===== src/source/axi_conv_defs.svh =====
/* Bus widths and ID FIFO depth for the AXI4 to AXI4-Lite converter.
   Included by the packages and by modules that size storage from these values. */
`ifndef AXI_CONV_DEFS_SVH
`define AXI_CONV_DEFS_SVH

// Byte address width
`define AXI_ADDR_W 16

// Data bus width, one strobe bit per byte
`define AXI_DATA_W 32

// Transaction ID width
`define AXI_ID_W 4

// Outstanding single-beat transactions per direction
`define AXI_ID_FIFO_DEPTH 4

`endif


===== src/source/axi_full_pkg.sv =====
/* Channel types of the full AXI4 side, shared by the splitter, the reflector
   and the top level. */
`include "axi_conv_defs.svh"

package axi_full_pkg;

  typedef logic [`AXI_ADDR_W-1:0]   addr_t;
  typedef logic [`AXI_DATA_W-1:0]   data_t;
  typedef logic [`AXI_DATA_W/8-1:0] strb_t;
  typedef logic [`AXI_ID_W-1:0]     id_t;
  typedef logic [7:0]               len_t;
  typedef logic [2:0]               size_t;

  // WRAP is decoded but handled as INCR
  typedef enum logic [1:0] {
    BURST_FIXED = 2'b00,
    BURST_INCR  = 2'b01,
    BURST_WRAP  = 2'b10
  } burst_e;

  typedef enum logic [1:0] {
    RESP_OKAY   = 2'b00,
    RESP_EXOKAY = 2'b01,
    RESP_SLVERR = 2'b10,
    RESP_DECERR = 2'b11
  } resp_e;

  typedef struct packed {
    id_t    id;
    addr_t  addr;
    len_t   len;
    size_t  size;
    burst_e burst;
  } full_aw_t;

  // Read request carries the same fields as a write request
  typedef full_aw_t full_ar_t;

  typedef struct packed {
    data_t data;
    strb_t strb;
    logic  last;
  } full_w_t;

  typedef struct packed {
    id_t   id;
    resp_e resp;
  } full_b_t;

  typedef struct packed {
    id_t   id;
    data_t data;
    resp_e resp;
    logic  last;
  } full_r_t;

endpackage


===== src/source/axi_lite_pkg.sv =====
/* Channel types of the AXI4-Lite master side. Widths and the response code
   come from the full AXI4 package. */
package axi_lite_pkg;

  import axi_full_pkg::*;

  // Shared by the Lite AW and AR channels
  typedef struct packed {
    addr_t      addr;
    logic [2:0] prot;
  } lite_ax_t;

  typedef struct packed {
    data_t data;
    strb_t strb;
  } lite_w_t;

  typedef struct packed {
    data_t data;
    resp_e resp;
  } lite_r_t;

endpackage


===== src/source/axi_single_if.sv =====
/* Single-beat AXI4 link between the burst splitter and the ID reflector.
   The splitter connects through mst, the reflector through slv. */
interface axi_single_if import axi_full_pkg::*; ();

  // Requests from the splitter
  full_aw_t aw;
  logic     aw_valid;
  logic     aw_ready;
  full_w_t  w;
  logic     w_valid;
  logic     w_ready;
  full_ar_t ar;
  logic     ar_valid;
  logic     ar_ready;

  // Responses with reflected IDs
  full_b_t  b;
  logic     b_valid;
  logic     b_ready;
  full_r_t  r;
  logic     r_valid;
  logic     r_ready;

  modport mst (
    output aw, aw_valid, w, w_valid, ar, ar_valid, b_ready, r_ready,
    input  aw_ready, w_ready, ar_ready, b, b_valid, r, r_valid
  );

  modport slv (
    input  aw, aw_valid, w, w_valid, ar, ar_valid, b_ready, r_ready,
    output aw_ready, w_ready, ar_ready, b, b_valid, r, r_valid
  );

endinterface


===== src/source/axi_burst_splitter.sv =====
/* Cuts AXI4 bursts into single-beat requests and rebuilds the burst view of the
   responses: one merged B per write burst and R last on the final beat. */
module axi_burst_splitter import axi_full_pkg::*; (
  input  logic     clk_i,
  input  logic     rst_n_i,
  input  full_aw_t s_aw_i,
  input  logic     s_aw_valid_i,
  output logic     s_aw_ready_o,
  input  full_w_t  s_w_i,
  input  logic     s_w_valid_i,
  output logic     s_w_ready_o,
  output full_b_t  s_b_o,
  output logic     s_b_valid_o,
  input  logic     s_b_ready_i,
  input  full_ar_t s_ar_i,
  input  logic     s_ar_valid_i,
  output logic     s_ar_ready_o,
  output full_r_t  s_r_o,
  output logic     s_r_valid_o,
  input  logic     s_r_ready_i,
  axi_single_if.mst single
);
  logic     w_active, aw_done, b_pend, aw_ready_q;
  full_aw_t aw_q;
  addr_t    aw_addr_q;
  len_t     aw_cnt_q, b_cnt_q;
  resp_e    b_resp_q;
  id_t      b_id_q;
  logic     r_active, ar_done, ar_ready_q;
  full_ar_t ar_q;
  addr_t    ar_addr_q;
  len_t     ar_cnt_q, r_cnt_q;
  logic     s_aw_hs, sub_aw_hs, sub_b_hs, s_b_hs;
  logic     s_ar_hs, sub_ar_hs, sub_r_hs, r_last;

  // FIXED repeats the address, INCR and WRAP step by 2**size
  function automatic addr_t next_addr(addr_t addr, size_t size, burst_e burst);
    if (burst == BURST_FIXED) begin
      return addr;
    end
    return addr + (addr_t'(1) << size);
  endfunction

  // Severity order DECERR, SLVERR, OKAY
  function automatic resp_e worst_resp(resp_e a, resp_e b);
    if (a == RESP_DECERR || b == RESP_DECERR) begin
      return RESP_DECERR;
    end
    if (a == RESP_SLVERR || b == RESP_SLVERR) begin
      return RESP_SLVERR;
    end
    return RESP_OKAY;
  endfunction

  assign s_aw_ready_o   = aw_ready_q;
  assign s_aw_hs        = s_aw_valid_i & s_aw_ready_o;
  assign single.aw      = '{id: aw_q.id, addr: aw_addr_q, len: '0,
                            size: aw_q.size, burst: aw_q.burst};
  assign single.aw_valid = w_active & ~aw_done;
  assign sub_aw_hs      = single.aw_valid & single.aw_ready;

  // Data beats pass straight through as complete transactions
  assign single.w       = '{data: s_w_i.data, strb: s_w_i.strb, last: 1'b1};
  assign single.w_valid = s_w_valid_i;
  assign s_w_ready_o    = single.w_ready;

  assign single.b_ready = w_active & ~b_pend;
  assign sub_b_hs       = single.b_valid & single.b_ready;
  assign s_b_o          = '{id: b_id_q, resp: b_resp_q};
  assign s_b_valid_o    = b_pend;
  assign s_b_hs         = s_b_valid_o & s_b_ready_i;

  always_ff @(posedge clk_i or negedge rst_n_i) begin
    if (!rst_n_i) begin
      w_active   <= 1'b0;
      aw_done    <= 1'b0;
      b_pend     <= 1'b0;
      aw_ready_q <= 1'b0;
      aw_cnt_q   <= '0;
      b_cnt_q    <= '0;
      b_resp_q   <= RESP_OKAY;
      b_id_q     <= '0;
    end else begin
      if (s_aw_hs) begin
        w_active <= 1'b1;
        aw_done  <= 1'b0;
        aw_cnt_q <= '0;
        b_cnt_q  <= '0;
        b_resp_q <= RESP_OKAY;
      end
      if (sub_aw_hs) begin
        if (aw_cnt_q == aw_q.len) begin
          aw_done <= 1'b1;
        end else begin
          aw_cnt_q <= aw_cnt_q + 1'b1;
        end
      end
      if (sub_b_hs) begin
        b_resp_q <= worst_resp(b_resp_q, single.b.resp);
        // Reflected ID of the sub-responses
        b_id_q   <= single.b.id;
        if (b_cnt_q == aw_q.len) begin
          b_pend <= 1'b1;
        end else begin
          b_cnt_q <= b_cnt_q + 1'b1;
        end
      end
      if (s_b_hs) begin
        w_active <= 1'b0;
        b_pend   <= 1'b0;
      end
      // Ready rises once the burst has retired
      if (s_aw_hs) begin
        aw_ready_q <= 1'b0;
      end else if (!w_active || s_b_hs) begin
        aw_ready_q <= 1'b1;
      end
    end
  end

  assign s_ar_ready_o    = ar_ready_q;
  assign s_ar_hs         = s_ar_valid_i & s_ar_ready_o;
  assign single.ar       = '{id: ar_q.id, addr: ar_addr_q, len: '0,
                             size: ar_q.size, burst: ar_q.burst};
  assign single.ar_valid = r_active & ~ar_done;
  assign sub_ar_hs       = single.ar_valid & single.ar_ready;

  assign r_last          = (r_cnt_q == ar_q.len);
  assign s_r_o           = '{id: single.r.id, data: single.r.data,
                             resp: single.r.resp, last: r_last};
  assign s_r_valid_o     = single.r_valid;
  assign single.r_ready  = s_r_ready_i;
  assign sub_r_hs        = single.r_valid & s_r_ready_i;

  always_ff @(posedge clk_i or negedge rst_n_i) begin
    if (!rst_n_i) begin
      r_active   <= 1'b0;
      ar_done    <= 1'b0;
      ar_ready_q <= 1'b0;
      ar_cnt_q   <= '0;
      r_cnt_q    <= '0;
    end else begin
      if (s_ar_hs) begin
        r_active <= 1'b1;
        ar_done  <= 1'b0;
        ar_cnt_q <= '0;
        r_cnt_q  <= '0;
      end
      if (sub_ar_hs) begin
        if (ar_cnt_q == ar_q.len) begin
          ar_done <= 1'b1;
        end else begin
          ar_cnt_q <= ar_cnt_q + 1'b1;
        end
      end
      if (sub_r_hs) begin
        if (r_last) begin
          r_active <= 1'b0;
        end else begin
          r_cnt_q <= r_cnt_q + 1'b1;
        end
      end
      if (s_ar_hs) begin
        ar_ready_q <= 1'b0;
      end else if (!r_active || (sub_r_hs && r_last)) begin
        ar_ready_q <= 1'b1;
      end
    end
  end

  // Burst headers and running sub-addresses
  always_ff @(posedge clk_i) begin
    if (s_aw_hs) begin
      aw_q      <= s_aw_i;
      aw_addr_q <= s_aw_i.addr;
    end else if (sub_aw_hs) begin
      aw_addr_q <= next_addr(aw_addr_q, aw_q.size, aw_q.burst);
    end
    if (s_ar_hs) begin
      ar_q      <= s_ar_i;
      ar_addr_q <= s_ar_i.addr;
    end else if (sub_ar_hs) begin
      ar_addr_q <= next_addr(ar_addr_q, ar_q.size, ar_q.burst);
    end
  end

endmodule


===== src/source/axi_id_reflect.sv =====
/* Maps single-beat AXI4 onto AXI4-Lite with no added latency. IDs wait in
   two FIFOs and are put back on the matching B and R responses. */
module axi_id_reflect import axi_full_pkg::*, axi_lite_pkg::*; (
  input  logic     clk_i,
  input  logic     rst_n_i,
  axi_single_if.slv single,
  output lite_ax_t m_aw_o,
  output logic     m_aw_valid_o,
  input  logic     m_aw_ready_i,
  output lite_w_t  m_w_o,
  output logic     m_w_valid_o,
  input  logic     m_w_ready_i,
  input  resp_e    m_b_resp_i,
  input  logic     m_b_valid_i,
  output logic     m_b_ready_o,
  output lite_ax_t m_ar_o,
  output logic     m_ar_valid_o,
  input  logic     m_ar_ready_i,
  input  lite_r_t  m_r_i,
  input  logic     m_r_valid_i,
  output logic     m_r_ready_o
);
  // Unprivileged, secure, data access
  localparam logic [2:0] lite_prot = 3'b000;

  logic aw_full, aw_empty, aw_push, aw_pop;
  logic ar_full, ar_empty, ar_push, ar_pop;
  id_t  aw_id, ar_id;

  // Write requests held back while no ID slot is free
  assign m_aw_o          = '{addr: single.aw.addr, prot: lite_prot};
  assign m_aw_valid_o    = single.aw_valid & ~aw_full;
  assign single.aw_ready = m_aw_ready_i & ~aw_full;
  assign aw_push         = m_aw_valid_o & m_aw_ready_i;

  assign m_w_o           = '{data: single.w.data, strb: single.w.strb};
  assign m_w_valid_o     = single.w_valid;
  assign single.w_ready  = m_w_ready_i;

  assign single.b        = '{id: aw_id, resp: m_b_resp_i};
  assign single.b_valid  = m_b_valid_i & ~aw_empty;
  assign m_b_ready_o     = single.b_ready & ~aw_empty;
  assign aw_pop          = single.b_valid & single.b_ready;

  id_fifo u_aw_id_fifo (
    .clk_i   (clk_i),
    .rst_n_i (rst_n_i),
    .push_i  (aw_push),
    .data_i  (single.aw.id),
    .pop_i   (aw_pop),
    .data_o  (aw_id),
    .full_o  (aw_full),
    .empty_o (aw_empty)
  );

  // Every Lite R is a last beat
  assign m_ar_o          = '{addr: single.ar.addr, prot: lite_prot};
  assign m_ar_valid_o    = single.ar_valid & ~ar_full;
  assign single.ar_ready = m_ar_ready_i & ~ar_full;
  assign ar_push         = m_ar_valid_o & m_ar_ready_i;

  assign single.r        = '{id: ar_id, data: m_r_i.data, resp: m_r_i.resp, last: 1'b1};
  assign single.r_valid  = m_r_valid_i & ~ar_empty;
  assign m_r_ready_o     = single.r_ready & ~ar_empty;
  assign ar_pop          = single.r_valid & single.r_ready;

  id_fifo u_ar_id_fifo (
    .clk_i   (clk_i),
    .rst_n_i (rst_n_i),
    .push_i  (ar_push),
    .data_i  (single.ar.id),
    .pop_i   (ar_pop),
    .data_o  (ar_id),
    .full_o  (ar_full),
    .empty_o (ar_empty)
  );

endmodule


===== src/source/axi_to_axi_lite.sv =====
/* AXI4 slave to AXI4-Lite master converter. Bursts are split first, then
   the single beats lose their ID while it waits in the reflector. */
module axi_to_axi_lite import axi_full_pkg::*, axi_lite_pkg::*; (
  input  logic     clk_i,
  input  logic     rst_n_i,
  // Full AXI4 slave port
  input  full_aw_t s_aw_i,
  input  logic     s_aw_valid_i,
  output logic     s_aw_ready_o,
  input  full_w_t  s_w_i,
  input  logic     s_w_valid_i,
  output logic     s_w_ready_o,
  output full_b_t  s_b_o,
  output logic     s_b_valid_o,
  input  logic     s_b_ready_i,
  input  full_ar_t s_ar_i,
  input  logic     s_ar_valid_i,
  output logic     s_ar_ready_o,
  output full_r_t  s_r_o,
  output logic     s_r_valid_o,
  input  logic     s_r_ready_i,
  // AXI4-Lite master port
  output lite_ax_t m_aw_o,
  output logic     m_aw_valid_o,
  input  logic     m_aw_ready_i,
  output lite_w_t  m_w_o,
  output logic     m_w_valid_o,
  input  logic     m_w_ready_i,
  input  resp_e    m_b_resp_i,
  input  logic     m_b_valid_i,
  output logic     m_b_ready_o,
  output lite_ax_t m_ar_o,
  output logic     m_ar_valid_o,
  input  logic     m_ar_ready_i,
  input  lite_r_t  m_r_i,
  input  logic     m_r_valid_i,
  output logic     m_r_ready_o
);

  axi_single_if single_bus ();

  axi_burst_splitter u_splitter (
    .clk_i        (clk_i),
    .rst_n_i      (rst_n_i),
    .s_aw_i       (s_aw_i),
    .s_aw_valid_i (s_aw_valid_i),
    .s_aw_ready_o (s_aw_ready_o),
    .s_w_i        (s_w_i),
    .s_w_valid_i  (s_w_valid_i),
    .s_w_ready_o  (s_w_ready_o),
    .s_b_o        (s_b_o),
    .s_b_valid_o  (s_b_valid_o),
    .s_b_ready_i  (s_b_ready_i),
    .s_ar_i       (s_ar_i),
    .s_ar_valid_i (s_ar_valid_i),
    .s_ar_ready_o (s_ar_ready_o),
    .s_r_o        (s_r_o),
    .s_r_valid_o  (s_r_valid_o),
    .s_r_ready_i  (s_r_ready_i),
    .single       (single_bus.mst)
  );

  axi_id_reflect u_reflect (
    .clk_i        (clk_i),
    .rst_n_i      (rst_n_i),
    .single       (single_bus.slv),
    .m_aw_o       (m_aw_o),
    .m_aw_valid_o (m_aw_valid_o),
    .m_aw_ready_i (m_aw_ready_i),
    .m_w_o        (m_w_o),
    .m_w_valid_o  (m_w_valid_o),
    .m_w_ready_i  (m_w_ready_i),
    .m_b_resp_i   (m_b_resp_i),
    .m_b_valid_i  (m_b_valid_i),
    .m_b_ready_o  (m_b_ready_o),
    .m_ar_o       (m_ar_o),
    .m_ar_valid_o (m_ar_valid_o),
    .m_ar_ready_i (m_ar_ready_i),
    .m_r_i        (m_r_i),
    .m_r_valid_i  (m_r_valid_i),
    .m_r_ready_o  (m_r_ready_o)
  );

endmodule


===== src/source/id_fifo.sv =====
/* Fall-through FIFO for transaction IDs. The oldest entry shows on data_o
   in the same cycle it is written into an empty FIFO slot. */
`include "axi_conv_defs.svh"

module id_fifo import axi_full_pkg::*; (
  input  logic clk_i,
  input  logic rst_n_i,
  input  logic push_i,
  input  id_t  data_i,
  input  logic pop_i,
  output id_t  data_o,
  output logic full_o,
  output logic empty_o
);
  localparam int unsigned depth = `AXI_ID_FIFO_DEPTH;
  localparam int unsigned ptr_w = (depth > 1) ? $clog2(depth) : 1;

  typedef logic [ptr_w-1:0] ptr_t;
  typedef logic [ptr_w:0]   cnt_t;

  id_t  mem_q [depth];
  ptr_t wr_ptr_q;
  ptr_t rd_ptr_q;
  cnt_t count_q;
  logic do_push;
  logic do_pop;

  // Circular increment, also for depths that are not a power of two
  function automatic ptr_t ptr_inc(ptr_t ptr);
    if (ptr == ptr_t'(depth - 1)) begin
      return '0;
    end
    return ptr + 1'b1;
  endfunction

  assign full_o  = (count_q == cnt_t'(depth));
  assign empty_o = (count_q == '0);
  assign data_o  = mem_q[rd_ptr_q];
  assign do_push = push_i & ~full_o;
  assign do_pop  = pop_i & ~empty_o;

  always_ff @(posedge clk_i or negedge rst_n_i) begin
    if (!rst_n_i) begin
      wr_ptr_q <= '0;
      rd_ptr_q <= '0;
      count_q  <= '0;
    end else begin
      if (do_push) begin
        wr_ptr_q <= ptr_inc(wr_ptr_q);
      end
      if (do_pop) begin
        rd_ptr_q <= ptr_inc(rd_ptr_q);
      end
      count_q <= count_q + cnt_t'(do_push) - cnt_t'(do_pop);
    end
  end

  always_ff @(posedge clk_i) begin
    if (do_push) begin
      mem_q[wr_ptr_q] <= data_i;
    end
  end

endmodule


===== config.mk =====
export PLATFORM = sky130hd
export DESIGN_NAME = axi_to_axi_lite
export DESIGN_NICKNAME = d
export VERILOG_FILES = /design/src/source/axi_full_pkg.sv /design/src/source/axi_lite_pkg.sv /design/src/source/axi_single_if.sv /design/src/source/axi_burst_splitter.sv /design/src/source/axi_id_reflect.sv /design/src/source/axi_to_axi_lite.sv /design/src/source/id_fifo.sv
export VERILOG_INCLUDE_DIRS = /design/src /design/src/source
export SDC_FILE = /design/constraint.sdc
export NUM_CORES = 1
export LEC_CHECK = 0
export BUFFER_PORTS_ARGS = -buffer_cell sky130_fd_sc_hd__buf_2
export CAP_MARGIN = 0
export CORE_MARGIN = 2
export CORE_UTILIZATION = 52
export CTS_CLUSTER_DIAMETER = 80
export DETAILED_ROUTE_END_ITERATION = 8
export PLACE_DENSITY = 0.87
export SKIP_LAST_GASP = 1
export SLEW_MARGIN = 20
export SYNTH_ARGS = -nofsm -noshare
export SYNTH_HDL_FRONTEND = slang
export SYNTH_SLANG_ARGS = --single-unit

===== constraint.sdc =====
create_clock -name clk_i -period 3 [get_ports clk_i]
set_input_delay 0.75 -clock clk_i [delete_from_list [all_inputs] [get_ports clk_i]]
set_output_delay 0.75 -clock clk_i [all_outputs]
set_load 0.02 [all_outputs]

Word level (Yosys, flattened, before mapping)
Memories as Yosys holds them, arrays and structs flattened. A register that Yosys moved wholly into a read port is not among the register bits.
Index checks and enable logic that the tools add are counted.
- flip-flop bits (word level): 121
- memory bits (writable): 32
- output and inout bits: 129
- memories kept: 2
- input port bits: 151
- multiplexer cells: 73
- equality and inequality tests: 16
- bitwise operators: 31
- add/subtract/negate cells: 14
- reductions and logical operators: 23
- shift operators: 2
- memories (name ; depth ; bits a word ; rd ports ; clocked after memory_dff ; write ports ; line ; RTL):
    u_reflect.u_ar_id_fifo.mem_q ; 4 ; 4 ; 1 ; 0 ; 1 ; id_fifo.sv:21 ; id_t mem_q [depth];
    u_reflect.u_aw_id_fifo.mem_q ; 4 ; 4 ; 1 ; 1 ; 1 ; id_fifo.sv:21 ;
- operator list (cell ; count):
    two-way mux 16 bit ; 6
    two-way mux 8 bit ; 12
    two-way mux 1 bit ; 41
    adder 16 bit ; 2
    adder 8 x 1 -> 8 bit (second input constant) ; 4
    equality test 8 bit ; 4
    << shifter 1 x 3 -> 16 bit (first input constant) ; 2
    two-way mux 2 bit ; 14
    bitwise AND 1 bit ; 24
    equality test 2 bit (second input constant) ; 8
    nonzero test 2 bit ; 8
    adder 2 x 1 -> 2 bit (second input constant) ; 4
    inverter 1 bit ; 7
    adder 3 x 1 -> 3 bit ; 2
    equality test 3 bit (second input constant) ; 2
    zero test 3 bit ; 2
    inequality test 3 x 2 -> 1 bit (second input constant) ; 2
    AND reduction 2 bit ; 3
    subtractor 3 x 1 -> 3 bit ; 2
    zero test 2 bit ; 2
    logical OR 1 bit ; 4
    zero test 1 bit ; 3
    logical AND 1 bit ; 1

Depth between registers and ports, before layout
Gate-level depths: netlist of run 1.
- depth after elaboration: 10
- mapped depth: 9
- mapped depth without buffers: 8

Cells and area by module
From an unflattened synthesis of run 1, not the netlist that was laid out.
- cells, all modules: 940
- area, all modules: 9887.0 µm²
- by module, submodules not included (module ; times used ; area each (µm²) ; cells each):
    axi_burst_splitter ; 1 ; 6837.8 ; 690
    id_fifo (u_reflect.u_aw_id_fifo) ; 1 ; 1064.8 ; 63
    id_fifo (u_reflect.u_ar_id_fifo) ; 1 ; 1043.5 ; 60
    axi_id_reflect ; 1 ; 940.9 ; 127

Worst setup path after synthesis of run 1
OpenSTA, ideal clock, no wires.
- path kind: input-to-reg
- from: input m_ar_ready_i
- to: register u_splitter.ar_addr_q[0], enable pin
- required time: 2589 ps
- path buffers: 0
- stages on the path: 3
- path slack: 302 ps
- arrival: 2287 ps
- cell sequence: inv_1 > a211o_4 > o21ai_0
- longest elaborated chain between the ends: 4
- ends and longest elaborated chain (item ; line ; RTL):
    from (decl) ; axi_to_axi_lite.sv:34 ; input logic m_ar_ready_i,
    bitwise AND 1 bit ; axi_id_reflect.sv:59 ; assign single.ar_ready = m_ar_ready_i & ~ar_full;
    bitwise AND 1 bit ; axi_burst_splitter.sv:126 ; assign sub_ar_hs = single.ar_valid & single.ar_ready;
    nonzero test 2 bit (no source line) ; n/a ;
    AND reduction 2 bit (no source line) ; n/a ;
    to (signal assigned) ; axi_burst_splitter.sv:181 ; ar_addr_q <= s_ar_i.addr;
    to (signal assigned) ; axi_burst_splitter.sv:183 ; ar_addr_q <= next_addr(ar_addr_q, ar_q.size, ar_q.burst);
    to (decl) ; axi_burst_splitter.sv:31 ; addr_t ar_addr_q;
No other way between the ends.
A chain may end at the register's enable or synchronous reset.

Worst setup path after layout of run 1
- from: register u_splitter.aw_q, in the netlist u_splitter.single.aw[3]
- to: register u_splitter.aw_addr_q[11], data pin
- longest elaborated chain between the ends: 5
- ends and longest elaborated chain (item ; line ; RTL):
    from (decl) ; axi_burst_splitter.sv:24 ; full_aw_t aw_q;
    from (signal assigned) ; axi_burst_splitter.sv:174 ; aw_q <= s_aw_i;
    << shifter 1 x 3 -> 16 bit ; axi_burst_splitter.sv:41 ; return addr + (addr_t'(1) << size);
    adder 16 bit ; axi_burst_splitter.sv:41 ;
    two-way mux 16 bit ; axi_burst_splitter.sv:41 ;
    two-way mux 16 bit ; axi_burst_splitter.sv:176 ; end else if (sub_aw_hs) begin
    two-way mux 16 bit ; axi_burst_splitter.sv:173 ; if (s_aw_hs) begin
    to (signal assigned) ; axi_burst_splitter.sv:175 ; aw_addr_q <= s_aw_i.addr;
    to (signal assigned) ; axi_burst_splitter.sv:177 ; aw_addr_q <= next_addr(aw_addr_q, aw_q.size, aw_q.burst);
    to (decl) ; axi_burst_splitter.sv:25 ; addr_t aw_addr_q;
No other way between the ends. The select of a mux whose other input is x is not followed.

==> results of run 1 <==
-- power by group --
part / total, mW / internal (mW) / leakage, nW / switching, mW
Sequential: 3.78 / 3.13 / 1.66 / 0.648
Combinational: 3.48 / 1.46 / 2.21 / 2.02
Clock: 2.33 / 1.48 / 0.305 / 0.852
Total: 9.58 / 6.07 / 4.17 / 3.52
-- final cells by class --
type	instances	area [sq um]
clock buffers	21	440.4
clock inverters	11	188.9
fillers	1420	7367
inverters	30	112.6
multi-input cells	505	3621
flip-flops and latches	157	4419
well taps	225	281.5
repair buffers	142	745.7
-- cell families (layout without fill, tap and decap cells) --
logic type                 after synthesis  in the layout  share of synthesized area
AOI/OAI and AO/OA                      144            144                     0.1133
and+or+nand+nor                        226            226                     0.1228
DFF                                    157            157                     0.4868
adders and majority gates               38             38                    0.05569
other                                    1              6                  0.0004131
muxes                                   30             30                    0.04576
buffers and inverters                  161            204                     0.1163
xor gates and xnor gates                61             61                    0.05886
-- flip-flops by register name, summed over array words and instances, names as in the netlist, 9 cells and up --
name and flops:
u_splitter.aw_addr_q 16, u_reflect.u_aw_id_fifo.mem_q 16, u_splitter.single.aw 9, u_splitter.ar_addr_q 16
u_splitter.single.ar 9, u_reflect.u_ar_id_fifo.mem_q 16
-- per-layer routing --
| metal | part of all wire | wire length [microns] | vias up | GRT usage |
|---|---|---|---|---|
| li1 | - | - | 2882 | - |
| met1 | 0.41 | 7313 | 2885 | 0.2285 |
| met2 | 0.51 | 9187 | 237 | 0.3487 |
| met3 | 0.062 | 1102 | 31 | 0.04884 |
| met4 | 0.016 | 284 | 0 | 0.07465 |
| met5 | 0 | 0 | - | 0 |
-- how the worst max path moves through the flow --
| stage | from | slack [ns] | to | cells after the start |
|---|---|---|---|---|
| CTS | u_splitter.single.aw[3] | 0.28 | u_splitter.aw_addr_q[11] | 7 |
| global placement | u_splitter.single.aw[3] | 0.42 | u_splitter.aw_addr_q[11] | 7 |
| finish | u_splitter.single.aw[3] | 0.26 | u_splitter.aw_addr_q[11] | 7 |
| detailed placement | u_splitter.single.aw[3] | 0.35 | u_splitter.aw_addr_q[11] | 7 |
| global route | u_splitter.single.aw[3] | 0.06 | u_splitter.aw_addr_q[11] | 7 |
| floorplan | m_ar_ready_i | 0.30 | u_splitter.ar_addr_q[0] | 3 |
-- synthesized netlist by cell type (all sizes together), types with 6 or more instances --
master  number  area [sq um]
and2        13         81.33
mux4         8         180.2
clkbuf      11         42.54
nor3        10         50.05
nand3       20         100.1
inv         29         108.9
ha          34         425.4
a22o         6         52.55
mux2i       10         100.1
a31oi        8         56.30
nand4        9         56.30
nand2       72         270.3
nor2        49         186.4
dfrtp       59          1476
xor2        26         227.7
a21oi       27         135.1
xnor2       35         306.5
edfxtp      98          2943
o21ai       43         215.2
nor3b        9         67.56
mux2        12         135.1
a21o        12         91.34
nand2b       6         37.54
a211oi      11         87.58
and3        19         122.6
buf        120         900.8
-- worst max-delay path: stages (launching register included) --
cell,delay (ns)
edfxtp_1,0.50
nor3b_1,0.42
ha_1,0.32
a211oi_1,0.37
nor2_1,0.17
o41ai_4,0.38
nor3b_1,0.24
o31ai_1,0.10
-- per-stage QoR --
stage	util	power (mW)	hold WS (ns)	area (sq um)	std cells
6_report	0.5711	9.581	0.3555	9809	1091
5_1_grt	0.5711	10.17	0.4014	9809	1091
4_1_cts	0.5711	9.635	0.3624	9809	1091
3_5_place_dp	0.5345	7.252	0.4723	9180	1059
3_3_place_gp	0.5345	7.044	0.4652	9180	1059
2_1_floorplan	-	6.623	0.4413	9096	823
-- placed cells by master (no fill, tap or decap), types with 5 or more instances in the layout --
| cell type | instances |
|---|---|
| buf_2 | 128 |
| mux2_2 | 11 |
| mux4_2 | 8 |
| nand3_1 | 20 |
| and3_1 | 16 |
| and2_1 | 13 |
| a21o_1 | 11 |
| nand4_1 | 9 |
| o21ai_0 | 42 |
| nor2_1 | 48 |
| bufinv_16 | 5 |
| a31oi_1 | 7 |
| dfrtp_1 | 59 |
| nand2_1 | 72 |
| mux2i_1 | 10 |
| nand2b_1 | 6 |
| a211oi_1 | 10 |
| inv_1 | 29 |
| buf_4 | 14 |
| xnor2_1 | 35 |
| ha_1 | 34 |
| xor2_1 | 26 |
| nor3b_1 | 9 |
| conb_1 | 6 |
| a22o_1 | 6 |
| nor3_1 | 10 |
| a21oi_1 | 27 |
| clkbuf_16 | 17 |
| edfxtp_1 | 98 |
==> results.cfg, run 1 <==
[cts]
cts-root-buf = clkbuf_16
cts_tree = built
cts.htree.levels = 4
postCtsSetupBuffers = 0
holdBufCountCts = 0
numClockSinks = 157
path_clk_slew_ns = 0.06
cts_made_buffers = 17
clockBufferDepth = 2
clk_latency_ns = 0.42
post_cts_resized = 0

[sta]
fin_skew_ns = 0.01074
fmax_mhz = 364.9
finalCritPeriodShare = 0.9136
relSlewSlack = 0.5056
tns_ns = 0
slew_viol_final = 0
worst_slew_pin_slew_ns = 0.7391
rsz0062_at_grt = no
finalHoldViolations = 0
fin_crit_ns = 2.741
finalSetupViolCount = 0
fin_ws_ns = 0.2592

[synth]
ys_seq_area_frac = 0.4868
async_flop_share = 0.3758
synth_warnings = 0
synth_edf_count = 98
syn_area_per_cell_sq_um = 11.10
netlist_area_sq_um = 9077
synth_cell_types = 73
synthFlopType = edfxtp_1
synth-seq-cells = 157
synthCells = 818

[worst_setup_path]
startpoint_type = register
r2r_slack_ns = 0.26
worstSetupPathType = reg -> reg
worst_ep_required_time_ns = 3.17
worstPathArrival_ns = 2.91
crit_fanout = 8
cp-end-kind = register
r2r_end = u_splitter.aw_addr_q[11]
rr_worst_depth = 7
r2r_start = u_splitter.single.aw[3]

[pwr]
p_leak_nw = 4.170
peakVddDrop_v = 0.0006095
power_density_nw_per_um2 = 976.7

[routing]
drtAntennaViolNets = 0
firstDrtPassIters = 5
route.final.wire_length_mm = 17.89
drtIter0Drc = 316
viasPerCell = 5.532
wl_per_cell_microns = 16.40
vias = 6035
drc_errors = 0

[floorplan]
core_region_area_sq_um = 17180
ioPinCount = 280
num_rows = 48
die_h_microns = 136.1
die_w_microns = 136.1
dieArea_sq_um = 18530
start_util = 0.5285

[placement]
dpl.hpwl_mm = 12.85
port_buffers = 128
post-place-ws_ns = 0.3523
place_congestion = 0.8233

[grt]
gr-total-overflow = 0
first_global_vias = 6010
grt_first_pass_wirelength_mm = 28.53
grt_usage = 0.1964
grt_max_degree = 27
antenna_found_initial = 0

[final_layout]
drive_above_1_share = 0.2379
n_antenna_cell = 0
nets = 1042
areaGrowthSynthToFinish_pct = 8.063

[hold_path]
hold_class = in -> async

[run]
maxCapViolCount = 0

[run_status]
status = finished, final reports clean
No activity file was read; power rests on OpenSTA's default activity.
==> run 2, diff against run 1 <==
--- a/config.mk
+++ b/config.mk
@@ -12,7 +12,7 @@
 export CORE_UTILIZATION = 52
 export CTS_CLUSTER_DIAMETER = 80
 export DETAILED_ROUTE_END_ITERATION = 8
-export PLACE_DENSITY = 0.87
+export PLACE_DENSITY = 0.78
 export SKIP_LAST_GASP = 1
 export SLEW_MARGIN = 20
 export SYNTH_ARGS = -nofsm -noshare
==> run 2 against run 1 <==
  * Utilization decreased by 0.15 points
  * Cell area decreased by 0.26%
  * Cell count decreased by 0.18%
  * Global-route usage about the same
  * Sequential share of layout area increased by 0.12 points
  * Combinational power decreased by 1%
  * Count of clock-buffer cells in the layout decreased by 3
  * Clock skew decreased by 0.0017 ns
  * Sequential power about the same
==> results.cfg, run 2 (synthesized netlist as in run 1, its figures left out) <==
[grt]
gr-total-overflow = 0
grtUsageMet3 = 0.05779
grt_usage = 0.1960
met2_usage = 0.3317
grt_first_pass_wirelength_mm = 28.43
use_met1 = 0.2414
grt_max_degree = 60
first_global_vias = 5870
antenna_found_initial = 0
top_usage_layer = met2

[pwr]
netSwitchingFraction = 0.3756
pwr-share-clk = 0.239
p_leak_nw = 4.149
power_switching_mw = 3.560
power_frac_seq = 0.398
p_int_mw = 5.919
power_density_nw_per_um2 = 968.8
power_frac_comb = 0.362
peakVddDrop_v = 0.0005701

[routing]
wl_per_cell_microns = 15.95
firstDrtPassIters = 4
viasPerCell = 5.478
drtIter0Drc = 280
vias = 5965
drtAntennaViolNets = 0
drc_errors = 0
route.final.wire_length_mm = 17.37

[worst_setup_path]
startpoint_type = register
worst-path-buf-inv = 0
worstSetupStartpoint = u_splitter.single.aw[3]
crit_fanout = 8
worstSetupPathType = reg -> reg
r2r_start = u_splitter.single.aw[3]
crit_chain = nor3b_1, ha_1, a211oi_1, nor2_1, o41ai_4, nor3b_1, o31ai_1
worstPathArrival_ns = 2.85
cp-end-kind = register
cpLargestDelayFamily = simple AND/OR/NAND/NOR gates
worst_ep_required_time_ns = 3.18
cp_slowest_stage_delay_ns = 0.49
cpMaxStageDelayCell = edfxtp_1
crit_top_cell = nor3b_1

[sta]
fin_crit_ns = 2.674
finalSetupViolCount = 0
rsz0062_at_grt = no
finalCritPeriodShare = 0.8913
finalHoldViolations = 0
fmax_mhz = 374.0
relSlewSlack = 0.4812
fin_ws_ns = 0.3261
worst_slew_pin_slew_ns = 0.7782
fin_skew_ns = 0.009036
slew_viol_final = 0
tns_ns = 0

[floorplan]
ioPinCount = 280
start_util = 0.5285
core_region_area_sq_um = 17180
die_h_microns = 136.1
dieArea_sq_um = 18530
num_rows = 48
die_w_microns = 136.1

[run]
maxCapViolCount = 0

[cts]
path_clk_slew_ns = 0.07
cts-root-buf = clkbuf_16
cts_tree = built
holdBufCountCts = 0
cts_made_buffers = 17
clk_latency_ns = 0.43
post_cts_resized = 0
clockBufferDepth = 2
postCtsSetupBuffers = 0
numClockSinks = 157
cts.htree.levels = 4

[final_layout]
final_common_cell = buf_2
seq_area_sq_um = 4419
final_cell_mix = 128 x buf_2, 98 x edfxtp_1, 72 x nand2_1, 59 x dfrtp_1, 48 x nor2_1
postLayoutCoreUtil = 0.5696
areaGrowthSynthToFinish_pct = 7.788
multiInputGateArea_sq_um = 3621
fin_area_sq_um = 9784
fill_cells = 1443
nets = 1040
n_antenna_cell = 0
drive_above_1_share = 0.2419

[placement]
post-place-ws_ns = 0.3531
dpl.hpwl_mm = 12.19
place_area_sq_um = 9165
port_buffers = 128
place_congestion = 0.8058

[run_status]
status = finished, final reports clean

[hold_path]
hold_class = in -> async
## run 2: cell type report
cell class              instances  share of cell area
flip-flops and latches        157              0.4517
clock inverters                14             0.01841
well taps                     225             0.02877
clock buffers                  18             0.04488
multi-input cells             505              0.3701
inverters                      30             0.01151
repair buffers                140             0.07468
## run 2: per-layer routing
metal | up-vias | share of wire
li1 | 2877 | -
met2 | 210 | 0.49
met5 | - | 0
met3 | 33 | 0.068
met1 | 2845 | 0.43
met4 | 0 | 0.015
## run 2: stage by stage
stage / power (mW) / cells / hold WS (ns)
2_1_floorplan: 6.623 / 823 / 0.4413
3_5_place_dp: 7.242 / 1057 / 0.4733
6_report: 9.480 / 1089 / 0.4594
3_3_place_gp: 7.073 / 1057 / 0.4573
4_1_cts: 9.544 / 1089 / 0.4723
5_1_grt: 10.13 / 1089 / 0.4692
## run 2: worst reg2reg max path, delay by kind of cell, from the launching register on
family,cells,cell delay (ns)
and+or+nand+nor,3,0.81
DFF,1,0.49
AOI/OAI and AO/OA,3,0.79
adders and majority gates,1,0.32
## run 2: path summary, 6_finish.rpt
| check | cells past startpoint | endpoint | slack (ns) |
|---|---|---|---|
| max in group asynchronous | 2 | u_reflect.u_ar_id_fifo.rd_ptr_q[0] | 2.00 |
| max | 7 | u_splitter.aw_addr_q[11] | 0.33 |
| min in group clk_i | 2 | u_splitter.ar_done | 0.48 |
| min | 2 | u_splitter.b_resp_q[0] | 0.46 |
| min reg2reg | 2 | u_splitter.ar_done | 0.48 |
| max reg2reg | 7 | u_splitter.aw_addr_q[11] | 0.33 |
## run 2: power groups by stage
| stage | Sequential [mW] | Clock, mW | Combinational, mW |
|---|---|---|---|
| floorplan | 3.67 | 0 | 2.95 |
| finish | 3.78 | 2.27 | 3.44 |
| global placement | 3.77 | 0 | 3.31 |
| detailed placement | 3.81 | 0 | 3.43 |
| global route | 3.88 | 2.39 | 3.87 |
| CTS | 3.77 | 2.30 | 3.47 |
==> run 3, diff against run 2 <==
--- a/config.mk
+++ b/config.mk
@@ -6,10 +6,11 @@
 export SDC_FILE = /design/constraint.sdc
 export NUM_CORES = 1
 export LEC_CHECK = 0
+export ABC_AREA = 1
 export BUFFER_PORTS_ARGS = -buffer_cell sky130_fd_sc_hd__buf_2
 export CAP_MARGIN = 0
 export CORE_MARGIN = 2
-export CORE_UTILIZATION = 52
+export CORE_UTILIZATION = 53
 export CTS_CLUSTER_DIAMETER = 80
 export DETAILED_ROUTE_END_ITERATION = 8
 export PLACE_DENSITY = 0.78
==> run 3 against run 2 <==
  * Via count up 23%
  * Setup slack better by 0.13 ns
  * Register-to-register slack improved by 0.36 ns
  * Count of clock-buffer cells in the layout fell by 1
  * Utilization grew 1.3 points
  * Die area up 6.7%
==> results.cfg, run 3 <==
[synth]
synth-seq-cells = 157
async_flop_share = 0.3758
synth_commonest_cells = 352 x nand2_1, 114 x buf_4, 102 x nand3_1
syn_area_per_cell_sq_um = 8.463
synth_cell_types = 45
synthFlopType = edfxtp_1
ys_seq_area_frac = 0.4467
synthCells = 1169
synth.most_common_cell = nand2_1
synth_warnings = 0
synth_top_area_share = 0.2975
synth_edf_count = 98
yosysTopAreaCell = edfxtp_1
synth_area_leaders = edfxtp_1 30%, dfrtp_1 15%, nand2_1 13%
netlist_area_sq_um = 9893

[final_layout]
drive_above_1_share = 0.1805
nets = 1389
fill_cells = 1608
final_common_cell = nand2_1
fin_area_sq_um = 10580
areaGrowthSynthToFinish_pct = 6.956
n_antenna_cell = 0
final_cell_mix = 352 x nand2_1, 128 x buf_2, 102 x nand3_1, 100 x inv_1, 98 x edfxtp_1

[worst_setup_path]
crit_fanout = 10
worstSetupPathType = reg -> out
worst_ep_required_time_ns = 2.25
cp-end-kind = primary output
startpoint_type = register
worstPathArrival_ns = 1.80

[sta]
fin_skew_ns = 0.01279
tns_ns = 0
rsz0062_at_grt = no
slew_viol_final = 0
hold_ws_ns = 0.2972
fin_ws_ns = 0.4512
finalHoldViolations = 0
finalSetupViolCount = 0
fin_crit_ns = 2.549
finalCritPeriodShare = 0.8496
fmax_mhz = 392.3

[grt]
grt_first_pass_wirelength_mm = 31.98
grt_max_degree = 60
gr-total-overflow = 0
antenna_found_initial = 0
first_global_vias = 7054
grt_usage = 0.1975

[cts]
holdBufCountCts = 0
clk_latency_ns = 0.43
clockBufferDepth = 2
post_cts_resized = 0
cts_made_buffers = 17
path_clk_slew_ns = 0.07
cts.htree.levels = 4
postCtsSetupBuffers = 0
numClockSinks = 157
cts-root-buf = clkbuf_16
cts_tree = built

[pwr]
power_frac_comb = 0.396
p_leak_nw = 5.132
power_switching_mw = 4.081
p_int_mw = 5.829
peakVddDrop_v = 0.0005011
power_frac_seq = 0.382
power_density_nw_per_um2 = 936.5
netSwitchingFraction = 0.4118
fin_total_pwr_mw = 9.910
pwr-share-clk = 0.222

[run]
maxCapViolCount = 0

[floorplan]
start_util = 0.5452
ioPinCount = 280
die_w_microns = 140.6
die_h_microns = 140.6
core_region_area_sq_um = 18150
num_rows = 49
dieArea_sq_um = 19780

[run_status]
status = finished, final reports clean

[hold_path]
hold_class = in -> async

[routing]
viasPerCell = 5.076
wl_per_cell_microns = 13.42
firstDrtPassIters = 8
route.final.wire_length_mm = 19.35
vias = 7319
drtAntennaViolNets = 0
drc_errors = 0
drtIter0Drc = 429

[placement]
dpl.hpwl_mm = 13.85
place_congestion = 0.8479
place_area_sq_um = 9976
port_buffers = 128
post-place-ws_ns = 0.5428
-- run 3: cell type report --
type | instances | area [sq um] | area share
Tap cell | 229 | 286.5 | 0.02708
Multi-Input combinational cell | 774 | 4100 | 0.3875
Inverter | 109 | 419.2 | 0.03961
Timing Repair Buffer | 141 | 750.7 | 0.07095
Clock buffer | 17 | 425.4 | 0.04020
Sequential cell | 157 | 4419 | 0.4176
Clock inverter | 15 | 180.2 | 0.01703
-- run 3: cells by family after synthesis --
group                      share of synthesized area
and+or+nand+nor                               0.2822
AOI/OAI and AO/OA                            0.03136
DFF                                           0.4467
other                                      0.0003790
buffers and inverters                         0.1408
adders and majority gates                    0.05109
xor gates and xnor gates                     0.04755
-- run 3: critical path: stages (launching register included) --
cell and delay, ns:
edfxtp_1 0.43, xnor2_1 0.20, nand2_1 0.12, nor2_4 0.27, nand2_8 0.12, inv_6 0.07
buf_2 0.16
-- run 3: path summary, 6_finish.rpt --
check / from / to / slack, ns / cells past startpoint
setup / recovery: u_splitter.ar_q[6] / s_r_o[0] / 0.45 / 6
hold / removal: rst_n_i / u_splitter.r_cnt_q[4] / 0.30 / 2
setup reg to reg: u_splitter.single.aw[3] / u_splitter.aw_addr_q[12] / 0.69 / 10
hold reg to reg: u_splitter.b_id_q[2] / u_splitter.b_id_q[2] / 0.48 / 2
max in group asynchronous: rst_n_i / u_splitter.b_cnt_q[1] / 2.39 / 2
min in group clk_i: u_splitter.b_id_q[2] / u_splitter.b_id_q[2] / 0.48 / 2
-- run 3: power groups by stage --
stage / registers [mW] / logic, mW / clock network (mW)
after CTS: 3.79 / 3.97 / 2.25
after floorplan: 3.68 / 3.35 / 0
after global placement: 3.80 / 3.80 / 0
after global routing: 3.89 / 4.42 / 2.32
final: 3.79 / 3.92 / 2.20
after detailed placement: 3.82 / 3.93 / 0
-- run 3: layer usage --
metal / vias to the layer above / share of wire / track usage
li1: 3721 / - / -
met1: 3372 / 0.44 / 0.2435
met2: 200 / 0.50 / 0.3427
met3: 26 / 0.049 / 0.04823
met4: 0 / 0.012 / 0.06368
met5: - / 0 / 0
-- run 3: metrics by stage --
stage | utilization | cells
2_1_floorplan | - | 1174
3_3_place_gp | 0.5497 | 1410
3_5_place_dp | 0.5497 | 1410
4_1_cts | 0.5831 | 1442
5_1_grt | 0.5831 | 1442
6_report | 0.5831 | 1442
